--- config.mk ---
export PLATFORM = sky130hd
export DESIGN_NAME = roce_stack
export DESIGN_NICKNAME = d
export VERILOG_FILES = /design/src/verilog/roce_pkg.sv /design/src/verilog/rdma_flow.sv /design/src/verilog/roce_tx_engine.sv /design/src/verilog/roce_rx_engine.sv /design/src/verilog/roce_stack.sv
export VERILOG_INCLUDE_DIRS = /design/src /design/src/verilog
export SDC_FILE = /design/constraint.sdc
export NUM_CORES = 1
export LEC_CHECK = 0
export CORE_MARGIN = 10
export CORE_UTILIZATION = 33
export CTS_CLUSTER_SIZE = 14
export DETAILED_ROUTE_END_ITERATION = 7
export DONT_BUFFER_PORTS = 1
export GPL_TIMING_DRIVEN = 1
export PLACE_DENSITY_LB_ADDON = 0.2
export SYNTH_ARGS = -nofsm -noshare
export SYNTH_HDL_FRONTEND = slang
export SYNTH_HIERARCHICAL = 1
export SYNTH_SLANG_ARGS = --single-unit
--- constraint.sdc ---
create_clock -name nclk -period 7.16 [get_ports nclk]
set_clock_uncertainty 0.05 [all_clocks]
set_input_delay 0.358 -clock nclk [delete_from_list [all_inputs] [get_ports nclk]]
set_output_delay 0.358 -clock nclk [all_outputs]
set_load 0.02 [all_outputs]
--- src/verilog/roce_cfg.svh ---
// RoCE transport configuration: widths, queue-pair count and network word layout
`ifndef ROCE_CFG_SVH
`define ROCE_CFG_SVH

// Field widths
`define ROCE_QPN_BITS         2
`define ROCE_NUM_QP           4
`define ROCE_PSN_BITS         24
`define ROCE_LEN_BITS         16
`define ROCE_VADDR_BITS       32
`define ROCE_NET_BITS         64
`define ROCE_OPC_BITS         5
`define ROCE_CNT_BITS         32

// Work requests in flight before the send queue stalls
`define ROCE_MAX_OUTSTANDING  4

// Network word layout, low bit of each field
// opcode [63:59], QPN [57:56], PSN [47:24], length [15:0]
`define ROCE_OPC_LSB          59
`define ROCE_QPN_LSB          56
`define ROCE_PSN_LSB          24
`define ROCE_LEN_LSB          0

`endif

--- src/verilog/roce_pkg.sv ---
// Shared RoCE types: field vectors and the transport opcode enum
`include "roce_cfg.svh"

package roce_pkg;

  // Queue pair number
  typedef logic [`ROCE_QPN_BITS-1:0]   qpn_t;

  // Packet sequence number
  typedef logic [`ROCE_PSN_BITS-1:0]   psn_t;

  // Request length in bytes
  typedef logic [`ROCE_LEN_BITS-1:0]   len_t;

  // User virtual address
  typedef logic [`ROCE_VADDR_BITS-1:0] vaddr_t;

  // Single-beat network word
  typedef logic [`ROCE_NET_BITS-1:0]   net_word_t;

  // Debug counter
  typedef logic [`ROCE_CNT_BITS-1:0]   cnt_t;

  // RC opcodes, only the first three come from the send queue
  typedef enum logic [`ROCE_OPC_BITS-1:0] {
    RC_SEND     = 5'd0,
    RC_WRITE    = 5'd10,
    RC_READ_REQ = 5'd12,
    RC_ACK      = 5'd17
  } roce_opcode_t;

endpackage

--- src/verilog/rdma_flow.sv ---
// Flow control: caps work requests in flight and returns acks to the user
`timescale 1ns/1ps
`include "roce_cfg.svh"

module rdma_flow import roce_pkg::*; (
  input  logic         nclk,
  input  logic         arst_n,

  // Send queue from the user
  input  logic         s_sq_valid,
  output logic         s_sq_ready,
  input  roce_opcode_t s_sq_opcode,
  input  qpn_t         s_sq_qpn,
  input  vaddr_t       s_sq_vaddr,
  input  len_t         s_sq_len,

  // Send queue to the transmit engine
  output logic         m_sq_valid,
  input  logic         m_sq_ready,
  output roce_opcode_t m_sq_opcode,
  output qpn_t         m_sq_qpn,
  output vaddr_t       m_sq_vaddr,
  output len_t         m_sq_len,

  // Checked acks from the receive engine
  input  logic         s_ack_valid,
  output logic         s_ack_ready,
  input  qpn_t         s_ack_qpn,
  input  psn_t         s_ack_psn,

  // Acks to the user
  output logic         m_ack_valid,
  input  logic         m_ack_ready,
  output qpn_t         m_ack_qpn,
  output psn_t         m_ack_psn
);

  localparam int FLIGHT_BITS = $clog2(`ROCE_MAX_OUTSTANDING + 1);
  localparam logic [FLIGHT_BITS-1:0] FLIGHT_MAX = FLIGHT_BITS'(`ROCE_MAX_OUTSTANDING);

  logic [FLIGHT_BITS-1:0] inflight;
  logic                   at_limit;
  logic                   sq_fire;
  logic                   ack_fire;

  assign at_limit = (inflight == FLIGHT_MAX);

  // Send path, only the limit gate sits in the way
  assign m_sq_valid  = s_sq_valid & ~at_limit;
  assign s_sq_ready  = m_sq_ready & ~at_limit;
  assign m_sq_opcode = s_sq_opcode;
  assign m_sq_qpn    = s_sq_qpn;
  assign m_sq_vaddr  = s_sq_vaddr;
  assign m_sq_len    = s_sq_len;

  // Ack path straight through
  assign m_ack_valid = s_ack_valid;
  assign s_ack_ready = m_ack_ready;
  assign m_ack_qpn   = s_ack_qpn;
  assign m_ack_psn   = s_ack_psn;

  assign sq_fire  = m_sq_valid & m_sq_ready;
  assign ack_fire = m_ack_valid & m_ack_ready;

  always_ff @(posedge nclk or negedge arst_n) begin
    if (!arst_n) begin
      inflight <= '0;
    end else if (sq_fire && !ack_fire) begin
      inflight <= inflight + 1'b1;
    end else if (ack_fire && !sq_fire) begin
      inflight <= inflight - 1'b1;
    end
  end

  a_flight_cap: assert property (@(posedge nclk) disable iff (!arst_n)
    inflight <= FLIGHT_MAX);

  // An ack to the user must match an earlier send
  a_no_underflow: assert property (@(posedge nclk) disable iff (!arst_n)
    (ack_fire && !sq_fire) |-> (inflight != '0));

endmodule

--- src/verilog/roce_tx_engine.sv ---
// Transmit engine: per-QP PSN assignment and single-word header output
`timescale 1ns/1ps
`include "roce_cfg.svh"

module roce_tx_engine import roce_pkg::*; (
  input  logic         nclk,
  input  logic         arst_n,

  // Send queue after flow control
  input  logic         sq_valid,
  output logic         sq_ready,
  input  roce_opcode_t sq_opcode,
  input  qpn_t         sq_qpn,
  input  vaddr_t       sq_vaddr,
  input  len_t         sq_len,

  // Network transmit
  output logic         tx_valid,
  input  logic         tx_ready,
  output net_word_t    tx_data,

  // Debug
  output logic         tx_pkt_count_valid,
  output cnt_t         tx_pkt_count_data
);

  psn_t      psn_tab [`ROCE_NUM_QP];
  net_word_t hdr;
  logic      sq_fire;
  logic      tx_fire;

  // Output register is free when empty or draining this cycle
  assign sq_ready = ~tx_valid | tx_ready;
  assign sq_fire  = sq_valid & sq_ready;
  assign tx_fire  = tx_valid & tx_ready;

  // Header word, unused bits stay zero
  // sq_vaddr is only needed once payload fetch is added
  always_comb begin
    hdr = '0;
    hdr[`ROCE_OPC_LSB +: `ROCE_OPC_BITS] = sq_opcode;
    hdr[`ROCE_QPN_LSB +: `ROCE_QPN_BITS] = sq_qpn;
    hdr[`ROCE_PSN_LSB +: `ROCE_PSN_BITS] = psn_tab[sq_qpn];
    hdr[`ROCE_LEN_LSB +: `ROCE_LEN_BITS] = sq_len;
  end

  // Next PSN per queue pair
  always_ff @(posedge nclk or negedge arst_n) begin
    if (!arst_n) begin
      for (int i = 0; i < `ROCE_NUM_QP; i++) begin
        psn_tab[i] <= '0;
      end
    end else if (sq_fire) begin
      psn_tab[sq_qpn] <= psn_tab[sq_qpn] + 1'b1;
    end
  end

  always_ff @(posedge nclk or negedge arst_n) begin
    if (!arst_n) begin
      tx_valid <= 1'b0;
    end else if (sq_fire) begin
      tx_valid <= 1'b1;
    end else if (tx_ready) begin
      tx_valid <= 1'b0;
    end
  end

  // Payload register
  always_ff @(posedge nclk) begin
    if (sq_fire) begin
      tx_data <= hdr;
    end
  end

  // Transmitted packets
  always_ff @(posedge nclk or negedge arst_n) begin
    if (!arst_n) begin
      tx_pkt_count_data  <= '0;
      tx_pkt_count_valid <= 1'b0;
    end else begin
      tx_pkt_count_valid <= tx_fire;
      if (tx_fire) begin
        tx_pkt_count_data <= tx_pkt_count_data + 1'b1;
      end
    end
  end

  a_tx_hold: assert property (@(posedge nclk) disable iff (!arst_n)
    (tx_valid && !tx_ready) |=> (tx_valid && $stable(tx_data)));

endmodule

--- src/verilog/roce_rx_engine.sv ---
// Receive engine: ack PSN check, drop handling and receive counters
`timescale 1ns/1ps
`include "roce_cfg.svh"

module roce_rx_engine import roce_pkg::*; (
  input  logic      nclk,
  input  logic      arst_n,

  // Network receive
  input  logic      rx_valid,
  output logic      rx_ready,
  input  net_word_t rx_data,

  // Checked acks
  output logic      ack_valid,
  input  logic      ack_ready,
  output qpn_t      ack_qpn,
  output psn_t      ack_psn,

  // Debug
  output logic      rx_pkt_count_valid,
  output cnt_t      rx_pkt_count_data,
  output logic      psn_drop_count_valid,
  output cnt_t      psn_drop_count_data
);

  typedef enum logic {
    RX_IDLE,
    RX_HOLD
  } rx_state_t;

  rx_state_t    state_q;
  rx_state_t    state_d;
  psn_t         exp_tab [`ROCE_NUM_QP];
  roce_opcode_t rx_opc;
  qpn_t         rx_qpn;
  psn_t         rx_psn;
  logic         keep;
  logic         rx_fire;

  // Field extraction
  assign rx_opc = roce_opcode_t'(rx_data[`ROCE_OPC_LSB +: `ROCE_OPC_BITS]);
  assign rx_qpn = rx_data[`ROCE_QPN_LSB +: `ROCE_QPN_BITS];
  assign rx_psn = rx_data[`ROCE_PSN_LSB +: `ROCE_PSN_BITS];

  // In-order ack for its QP
  assign keep = (rx_opc == RC_ACK) && (rx_psn == exp_tab[rx_qpn]);

  // Words to drop never wait on the ack register
  assign rx_ready  = keep ? ((state_q == RX_IDLE) || ack_ready) : 1'b1;
  assign rx_fire   = rx_valid & rx_ready;
  assign ack_valid = (state_q == RX_HOLD);

  always_comb begin
    state_d = state_q;
    case (state_q)
      RX_IDLE: begin
        if (rx_fire && keep) begin
          state_d = RX_HOLD;
        end
      end
      RX_HOLD: begin
        // Reload in the same cycle as the drain
        if (ack_ready && !(rx_fire && keep)) begin
          state_d = RX_IDLE;
        end
      end
      default: state_d = RX_IDLE;
    endcase
  end

  always_ff @(posedge nclk or negedge arst_n) begin
    if (!arst_n) begin
      state_q <= RX_IDLE;
    end else begin
      state_q <= state_d;
    end
  end

  // Expected PSN per queue pair
  always_ff @(posedge nclk or negedge arst_n) begin
    if (!arst_n) begin
      for (int i = 0; i < `ROCE_NUM_QP; i++) begin
        exp_tab[i] <= '0;
      end
    end else if (rx_fire && keep) begin
      exp_tab[rx_qpn] <= exp_tab[rx_qpn] + 1'b1;
    end
  end

  always_ff @(posedge nclk) begin
    if (rx_fire && keep) begin
      ack_qpn <= rx_qpn;
      ack_psn <= rx_psn;
    end
  end

  // Received and dropped packets
  always_ff @(posedge nclk or negedge arst_n) begin
    if (!arst_n) begin
      rx_pkt_count_data    <= '0;
      rx_pkt_count_valid   <= 1'b0;
      psn_drop_count_data  <= '0;
      psn_drop_count_valid <= 1'b0;
    end else begin
      rx_pkt_count_valid   <= rx_fire;
      psn_drop_count_valid <= rx_fire & ~keep;
      if (rx_fire) begin
        rx_pkt_count_data <= rx_pkt_count_data + 1'b1;
      end
      if (rx_fire && !keep) begin
        psn_drop_count_data <= psn_drop_count_data + 1'b1;
      end
    end
  end

  a_ack_source: assert property (@(posedge nclk) disable iff (!arst_n)
    $rose(ack_valid) |-> $past(rx_fire && keep));

endmodule

--- src/verilog/roce_stack.sv ---
// RoCE stack top: flow control between the user queues and both engines
`timescale 1ns/1ps
`include "roce_cfg.svh"

module roce_stack import roce_pkg::*; (
  input  logic         nclk,
  input  logic         arst_n,

  // User send queue
  input  logic         sq_valid,
  output logic         sq_ready,
  input  roce_opcode_t sq_opcode,
  input  qpn_t         sq_qpn,
  input  vaddr_t       sq_vaddr,
  input  len_t         sq_len,

  // User acks
  output logic         ack_valid,
  input  logic         ack_ready,
  output qpn_t         ack_qpn,
  output psn_t         ack_psn,

  // Network
  output logic         tx_valid,
  input  logic         tx_ready,
  output net_word_t    tx_data,
  input  logic         rx_valid,
  output logic         rx_ready,
  input  net_word_t    rx_data,

  // Debug
  output logic         rx_pkt_count_valid,
  output cnt_t         rx_pkt_count_data,
  output logic         tx_pkt_count_valid,
  output cnt_t         tx_pkt_count_data,
  output logic         psn_drop_count_valid,
  output cnt_t         psn_drop_count_data
);

  logic         fl_sq_valid;
  logic         fl_sq_ready;
  roce_opcode_t fl_sq_opcode;
  qpn_t         fl_sq_qpn;
  vaddr_t       fl_sq_vaddr;
  len_t         fl_sq_len;

  logic         rx_ack_valid;
  logic         rx_ack_ready;
  qpn_t         rx_ack_qpn;
  psn_t         rx_ack_psn;

  rdma_flow inst_rdma_flow (
    .nclk        (nclk),
    .arst_n      (arst_n),
    .s_sq_valid  (sq_valid),
    .s_sq_ready  (sq_ready),
    .s_sq_opcode (sq_opcode),
    .s_sq_qpn    (sq_qpn),
    .s_sq_vaddr  (sq_vaddr),
    .s_sq_len    (sq_len),
    .m_sq_valid  (fl_sq_valid),
    .m_sq_ready  (fl_sq_ready),
    .m_sq_opcode (fl_sq_opcode),
    .m_sq_qpn    (fl_sq_qpn),
    .m_sq_vaddr  (fl_sq_vaddr),
    .m_sq_len    (fl_sq_len),
    .s_ack_valid (rx_ack_valid),
    .s_ack_ready (rx_ack_ready),
    .s_ack_qpn   (rx_ack_qpn),
    .s_ack_psn   (rx_ack_psn),
    .m_ack_valid (ack_valid),
    .m_ack_ready (ack_ready),
    .m_ack_qpn   (ack_qpn),
    .m_ack_psn   (ack_psn)
  );

  roce_tx_engine inst_tx (
    .nclk               (nclk),
    .arst_n             (arst_n),
    .sq_valid           (fl_sq_valid),
    .sq_ready           (fl_sq_ready),
    .sq_opcode          (fl_sq_opcode),
    .sq_qpn             (fl_sq_qpn),
    .sq_vaddr           (fl_sq_vaddr),
    .sq_len             (fl_sq_len),
    .tx_valid           (tx_valid),
    .tx_ready           (tx_ready),
    .tx_data            (tx_data),
    .tx_pkt_count_valid (tx_pkt_count_valid),
    .tx_pkt_count_data  (tx_pkt_count_data)
  );

  roce_rx_engine inst_rx (
    .nclk                 (nclk),
    .arst_n               (arst_n),
    .rx_valid             (rx_valid),
    .rx_ready             (rx_ready),
    .rx_data              (rx_data),
    .ack_valid            (rx_ack_valid),
    .ack_ready            (rx_ack_ready),
    .ack_qpn              (rx_ack_qpn),
    .ack_psn              (rx_ack_psn),
    .rx_pkt_count_valid   (rx_pkt_count_valid),
    .rx_pkt_count_data    (rx_pkt_count_data),
    .psn_drop_count_valid (psn_drop_count_valid),
    .psn_drop_count_data  (psn_drop_count_data)
  );

endmodule

==> metrics.cfg, run 1 <==
[clocking]
insertion_delay_ns=0.57
path_clk_slew_ns=0.06
post_cts_resized=0
cts_tree=built
cts-root-buf=clkbuf_16
post_cts_buffers=0
cts_buffers=43
clk_path_buf_depth=3
cts_hold_buf=49
clkSinkCount=369
htreeDepth=2

[die]
pin_count=318
core_um2=52300
die_area_um2=62300
num_rows=84
start_util_pct=33.2
fp.dieH_um=250
fp.dieW_um=250

[status]
violations=hold timing
status=finished with violations

[timing]
fin_hold_ws_ns=-0.531
hold_viol=296
setup_viol=0
period_share_pct=54.1
rsz0062_at_grt=no
slew_violations=0
tightest_slew_ns=0.848
slew_headroom_pct=43.0
setup-tns-final_ns=0
fmax_mhz=258
fin_crit_ns=3.88

[drt]
dr.pass1.iters=5
routed_wl_mm=42.1
ant_nets=0
vias_per_cell=4.98
wire_per_inst_um=20.1
drt_iter0_drc=468
num_vias=10400
drc=0

[critical_path]
worstPathMaxFanout=27
required_ns=7.54
reg2reg_from=inst_rx/exp_tab[30]
regToRegEndpoint=inst_rx/exp_tab[8]
crit_path_end_kind=register
critPathSlowestCell=and4_2
critical_path.max_stage_delay_ns=0.88
critPathLaunchType=register
reg2reg_depth=7
cp_top_family=simple AND/OR/NAND/NOR gates
worst-path-buf-inv=0
criticalPathCategory=reg2reg
rrSetupSlack_ns=3.28
worstPathArrival_ns=4.26
crit_chain=mux4_2, xnor2_1, nand4b_1, nor4_2, and4_2, nand3_4, mux2_1

[hold_path]
min_path_type=in2async

[synth]
synth_warnings=6
synth_area_um2=17400
netlist_instances=1377
avgSynthCellArea_um2=12.6

[layout]
finalInstanceArea_um2=19500
final_cells=2090
area_growth_pct=11.9
diodes=0
layout-drive-gt1-share_pct=15.8
nNetsFinal=1501

[run]
max_cap_violations=0

[grt]
grt-ovfl-total=0
grt_max_degree=297
grt_pass1_wl_mm=67.1
grtUsageTotal_pct=13.4
grt_pass1_vias=11100
antenna_found_initial=0

[placed_design]
place_congestion=0.742
dp_hpwl_mm=26.8
port_buffers=0
post_dp_cell_area_um2=17500
placed_cells=1963

[power_and_ir_drop]
ir_drop_uv=239
p_leak_nw=8.05
p_per_area_nw_per_um2=279

[layout by cell type (no fill, tap or decap), types with 4 or more instances in the layout]
master           n
buf_4            9
mux2i_1         18
xnor2_1         97
edfxtp_1        73
bufinv_16        5
ha_1             6
nand3_1         47
and2_1           6
dfrtp_1        296
nor2b_1          4
conb_1          17
a221oi_1         4
clkbuf_1        12
mux2_2          60
mux4_1           6
xor2_1          56
nand2b_1         6
and4_1          17
nor2_1          61
nor4_1          14
nor3_1          30
or3_4            5
o21ai_0         69
nand4_1         48
and3_1          20
clkbuf_8         6
a31oi_1         20
mux2_1          20
clkbuf_16       45
clkinv_1         6
xnor2_2          4
nand2_1        142
dlygate4sd3_1   49
mux4_2          38
a22oi_1          4
mux2_4          20
inv_1           13
[cell type report]
cell class / instances / area [um2]
fillers: 5008 / 32900
flip-flops and latches: 369 / 9600
multi-input cells: 882 / 6940
clock buffers: 63 / 1250
well taps: 688 / 861
repair buffers: 58 / 558
clock inverters: 15 / 196
inverters: 15 / 56.3
[per-stage QoR]
step | power [mW] | worst slack [ns] | utilization [%] | hold slack [ns]
2_1_floorplan | 3.06 | 3.68 | - | 0.0124
3_3_place_gp | 3.17 | 3.27 | 33.5 | 0.0429
3_5_place_dp | 3.19 | 3.25 | 33.5 | 0.0436
4_1_cts | 5.53 | 3.24 | 37.2 | -0.585
5_1_grt | 5.70 | 2.99 | 37.2 | -0.570
6_report | 5.43 | 3.28 | 37.2 | -0.531
[routing by layer]
metal	part of all wire, %	routed length (um)	up-vias	track usage [%]
met5	0	0	-	0
met4	1.8	736	0	3.22
met3	7.5	3140	53	4.64
met2	48	20000	225	21.6
met1	43	18100	5286	16.8
li1	-	-	4838	-
[worst max-delay path by stage]
stage / startpoint / to / slack [ns] / cells past startpoint
6_report: inst_rx/exp_tab[30] / inst_rx/exp_tab[8] / 3.28 / 7
5_1_grt: inst_rx/exp_tab[51] / inst_rx/exp_tab[22] / 2.99 / 7
4_1_cts: inst_rx/exp_tab[6] / inst_rx/exp_tab[3] / 3.24 / 7
3_5_place_dp: rx_data[56] / inst_rx/exp_tab[9] / 3.25 / 7
3_3_place_gp: rx_data[56] / inst_rx/exp_tab[15] / 3.27 / 7
2_1_floorplan: rx_data[56] / inst_rx/exp_tab[13] / 3.68 / 9
[registers in the layout, indices dropped and copies added (netlist names), 2 cells and up]
name,count
inst_rdma_flow/inflight,3
inst_tx/tx_pkt_count_data,32
inst_rx/ack_qpn,2
inst_rx/rx_pkt_count_data,32
inst_tx/psn_tab,96
inst_tx/tx_data,47
inst_rx/psn_drop_count_data,32
inst_rx/exp_tab,96
inst_rx/ack_psn,24
[where the power goes]
group          internal [mW]  switching, mW  total (mW)
clock                   1.39          0.879        2.27
combinational          0.207          0.275       0.482
sequential              2.37          0.316        2.68
total                   3.96           1.47        5.43
Note: power is estimated with default switching activity, not from simulation.
==> run 2: changes to the inputs <==
==> constraint.sdc (replaced) <==
create_clock -name nclk -period 3.5 [get_ports nclk]
set_clock_uncertainty 0.05 [all_clocks]
set_input_delay 0.175 -clock nclk [delete_from_list [all_inputs] [get_ports nclk]]
set_output_delay 0.175 -clock nclk [all_outputs]
set_load 0.02 [all_outputs]
==> run 2 against run 1 <==
Against the previous run: the flow still finishes with violations (hold timing); utilization grew 0.55 points; clock power grew 120%; hold slack lost 0.19 ns; combinational power grew 110%; sequential cell count is the same; register-to-register slack lost 3.0 ns; first-iteration DRC count grew 28%; via count grew 1.3%; cell count grew 0.91%; critical endpoint is now inst_rx/exp_tab[12]; largest cell class unchanged.
==> metrics.cfg, run 2 (synthesized netlist as in run 1, its figures left out) <==
[hold_path]
min_path_type=in2async

[clocking]
post_cts_resized=0
clk_path_buf_depth=3
htreeDepth=2
cts_hold_buf=55
cts_tree=built
clkSinkCount=369
cts-root-buf=clkbuf_16
cts_buffers=43
post_cts_buffers=0
insertion_delay_ns=0.58
path_clk_slew_ns=0.06

[die]
die_area_um2=62300
core_um2=52300
pin_count=318
num_rows=84
start_util_pct=33.2
fp.dieH_um=250
fp.dieW_um=250

[critical_path]
critPathCapture=inst_rx/exp_tab[12]
crit_path_end_kind=register
critPathSlowestCell=mux4_2
critical_path.max_stage_delay_ns=0.54
crit_chain=mux4_2, xnor2_1, nand4b_1, nor4_2, and4_2, nand3_4, mux2_1
startpoint=inst_rx/exp_tab[3]
worstPathArrival_ns=3.62
required_ns=3.90
worst-path-buf-inv=0
rrSetupSlack_ns=0.27
regToRegEndpoint=inst_rx/exp_tab[12]
reg2reg_from=inst_rx/exp_tab[3]
cp.depth=7
criticalPathCategory=reg2reg
cp_top_family=simple AND/OR/NAND/NOR gates
worstPathMaxFanout=24
critPathLaunchType=register
reg2reg_depth=7

[power_and_ir_drop]
ir_drop_uv=402
p_per_area_nw_per_um2=579
p_leak_nw=8.19
total_power_mw=11.4

[drt]
num_vias=10500
vias_per_cell=5.00
drc=0
wire_per_inst_um=20.2
dr.pass1.iters=5
drt_iter0_drc=601
ant_nets=0
routed_wl_mm=42.6

[timing]
fin_hold_ws_ns=-0.723
period_share_pct=92.2
slew_violations=0
rsz0062_at_grt=no
tightest_slew_ns=1.09
setup_viol=0
fin_crit_ns=3.23
hold_viol=296
slew_headroom_pct=27.4
setup-tns-final_ns=0
fmax_mhz=310

[placed_design]
place_congestion=0.770
dp_hpwl_mm=27.6
placed_cells=1974
port_buffers=0

[layout]
nNetsFinal=1518
mostFrequentLayoutCells=296 x dfrtp_1, 142 x nand2_1, 97 x xnor2_1, 73 x edfxtp_1, 69 x o21ai_0
fill_cells=5044
final_cells=2109
layout-drive-gt1-share_pct=17.2
diodes=0
largestRegisters=inst_rx/exp_tab: 96 flops, inst_tx/psn_tab: 96 flops, inst_tx/tx_data: 47 flops
area_growth_pct=13.5
final_common_cell=dfrtp_1

[run]
max_cap_violations=0

[grt]
grt_pass1_wl_mm=67.5
grtUsageTotal_pct=13.4
grt_max_degree=297
grt_pass1_vias=11000
grt-ovfl-total=0
antenna_found_initial=0

[status]
status=finished with violations
violations=hold timing

run 2: cell count changes in the layout (fill, tap and decap cells not counted), sizes merged:
cell and delta:
buf +13, bufinv +4, clkbuf -9, clkinv +3
clkinvlp +2, dlygate4sd3 +4, inv +2
run 2: metrics by stage:
step / hold slack (ns) / area, um2 / utilization (%) / setup slack, ns
after global placement: -0.156 / 17600 / 33.7 / 0.330
after CTS: -0.768 / 19800 / 37.7 / 0.284
after global routing: -0.755 / 19800 / 37.7 / 0.103
after detailed placement: -0.145 / 17600 / 33.7 / 0.323
after floorplan: -0.171 / 17500 / - / 0.202
final: -0.723 / 19800 / 37.7 / 0.275
run 2: worst min path at each step:
stage / slack [ns] / cells after the start / end / from
floorplan: -0.17 / 0 / inst_rdma_flow/inflight[0] / arst_n
global placement: -0.16 / 0 / inst_rx/exp_tab[19] / arst_n
detailed placement: -0.14 / 0 / inst_rx/exp_tab[19] / arst_n
CTS: -0.77 / 0 / inst_rx/exp_tab[19] / arst_n
global route: -0.75 / 0 / inst_rx/exp_tab[88] / arst_n
finish: -0.72 / 0 / inst_rx/exp_tab[88] / arst_n
run 2: layout make-up:
cell class	count	area, um2	share of cell area, %
Clock buffer	54	1190	6.02
Multi-Input combinational cell	882	6940	35.1
Timing Repair Buffer	75	733	3.71
Inverter	15	56.3	0.285
Tap cell	688	861	4.36
Sequential cell	369	9600	48.6
Clock inverter	26	373	1.89
run 2: power breakdown:
group          switching (mW)  total, mW  internal [mW]
sequential              0.645       5.48           4.84
combinational           0.575       1.01          0.437
clock                    1.86       4.94           3.08
run 2: per-layer routing:
layer	track usage [%]	wire length [um]	vias to the layer above
met5	0	0	-
met4	3.72	840	0
met3	4.63	3250	59
met2	21.0	19900	253
met1	17.3	18600	5345
li1	-	-	4883
==> run 3: changes to the inputs <==
--- a/config.mk
+++ b/config.mk
@@ -7,7 +7,7 @@
 export NUM_CORES = 1
 export LEC_CHECK = 0
 export CORE_MARGIN = 10
-export CORE_UTILIZATION = 33
+export CORE_UTILIZATION = 55
 export CTS_CLUSTER_SIZE = 14
 export DETAILED_ROUTE_END_ITERATION = 7
 export DONT_BUFFER_PORTS = 1
==> run 3 against run 2 <==
Against the previous run: the flow still finishes with violations (hold timing); worst setup slack improved by 0.096 ns; utilization increased by 23 points; first-iteration DRC count decreased by 3.3%; wire length shrank 9.3%; critical endpoint is now inst_rx/exp_tab[6]; largest cell class unchanged; largest power group unchanged; highest routed layer unchanged.
==> metrics.cfg, run 3 (synthesized netlist as in run 1, its figures left out) <==
[grt]
grt_pass1_wl_mm=61.1
grt_pass1_vias=10800
grt_max_degree=297
grt-ovfl-total=0
antenna_found_initial=0
grtUsageTotal_pct=19.6

[power_and_ir_drop]
p_clk_share_pct=40.1
combPwrFrac_pct=9.1
p_seq_share_pct=50.7
ir_drop_uv=359
intPower_mw=7.95
p_sw_mw=2.87
p_per_area_nw_per_um2=564
p_leak_nw=8.10
switching_share_pct=26.5

[clocking]
post_cts_buffers=0
cts_buffers=41
path_clk_slew_ns=0.06
cts_hold_buf=55
htreeDepth=2
cts_tree=built
cts-root-buf=clkbuf_16
post_cts_resized=0
clk_path_buf_depth=3
insertion_delay_ns=0.53
clkSinkCount=369

[timing]
setup-tns-final_ns=0
rsz0062_at_grt=no
slew_violations=0
setup_viol=0
period_share_pct=89.4
fin_hold_ws_ns=-0.703
hold_viol=296
fin_crit_ns=3.13
slew_headroom_pct=44.8
tightest_slew_ns=0.824
fmax_mhz=320

[layout]
mostFrequentLayoutCells=296 x dfrtp_1, 142 x nand2_1, 97 x xnor2_1, 73 x edfxtp_1, 69 x o21ai_0
diodes=0
area_growth_pct=10.3
nNetsFinal=1514
largestRegisters=inst_rx/exp_tab: 96 flops, inst_tx/psn_tab: 96 flops, inst_tx/tx_data: 47 flops
final_common_cell=dfrtp_1
finalInstanceArea_um2=19200
layout-drive-gt1-share_pct=16.4

[placed_design]
dp_hpwl_mm=25.1
place_congestion=0.792
post_dp_cell_area_um2=17200
port_buffers=0

[critical_path]
worst-path-buf-inv=0
worstPathMaxFanout=24
criticalPathCategory=reg2reg
worstPathArrival_ns=3.48
crit_chain=mux4_2, xnor2_1, nand4b_1, nor4_2, and4_1, nand3_4, mux2_1
crit_path_end_kind=register
critPathSlowestCell=mux4_2
critical_path.max_stage_delay_ns=0.55
critPathLaunchType=register
required_ns=3.85
cp_top_family=simple AND/OR/NAND/NOR gates

[die]
core_um2=31400
num_rows=65
fp.dieW_um=198
die_area_um2=39100
fp.dieH_um=198
pin_count=318
start_util_pct=55.4

[drt]
drc=0
num_vias=10600
drt_iter0_drc=581
routed_wl_mm=38.6
vias_per_cell=5.85
wire_per_inst_um=21.3
dr.pass1.iters=4
ant_nets=0

[run]
max_cap_violations=0

[status]
violations=hold timing
status=finished with violations

[hold_path]
min_path_type=in2async

[run 3: cell count changes in the layout (fill, tap and decap cells not counted), moves of 2 or more]
cell	delta
bufinv_16	-6
clkinv_2	-5
clkbuf_8	+5
buf_12	-2
clkbuf_1	+5
[run 3: metrics by stage]
step                power, mW  utilization, %  hold slack, ns  instances  setup WS [ns]
global route             11.3            61.1          -0.725       1817          0.174
floorplan                6.26               -          -0.171       1393          0.202
detailed placement       6.51            54.9          -0.163       1686          0.406
global placement         6.47            54.9          -0.162       1686          0.427
CTS                      11.0            61.1          -0.725       1817          0.382
finish                   10.8            61.1          -0.703       1817          0.371
[run 3: cell type report]
cell class / count / area, um2
fillers: 2428 / 12200
flip-flops and latches: 369 / 9600
multi-input cells: 882 / 6940
clock buffers: 63 / 1250
repair buffers: 73 / 696
well taps: 402 / 503
clock inverters: 13 / 144
inverters: 15 / 56.3
[run 3: path summary, 6_finish.rpt]
path	startpoint	endpoint	slack, ns	cells past startpoint
worst min-delay path	arst_n	inst_tx/psn_tab[10]	-0.70	0
max in group asynchronous	arst_n	inst_rx/rx_pkt_count_data[12]	3.63	0
worst max-delay path	inst_rx/exp_tab[30]	inst_rx/exp_tab[6]	0.37	7
worst max register to register	inst_rx/exp_tab[30]	inst_rx/exp_tab[6]	0.37	7
min in group nclk	sq_qpn[0]	inst_tx/tx_data[47]	0.02	1
worst min register to register	inst_rdma_flow/inflight[2]	inst_rdma_flow/inflight[2]	0.41	1
[run 3: routing by layer]
layer / wire (um) / vias to the layer above / global-route usage, %
met3: 2600 / 49 / 4.96
met4: 587 / 0 / 4.78
met5: 0 / - / 0
met2: 18700 / 302 / 32.1
li1: - / 4868 / -
met1: 16700 / 5406 / 25.6
[run 3: power by group through the flow]
stage	registers (mW)	logic, mW	clock network (mW)
floorplan	5.43	0.828	0
global placement	5.57	0.903	0
detailed placement	5.58	0.928	0
CTS	5.50	0.991	4.47
global route	5.56	1.11	4.63
finish	5.49	0.987	4.34
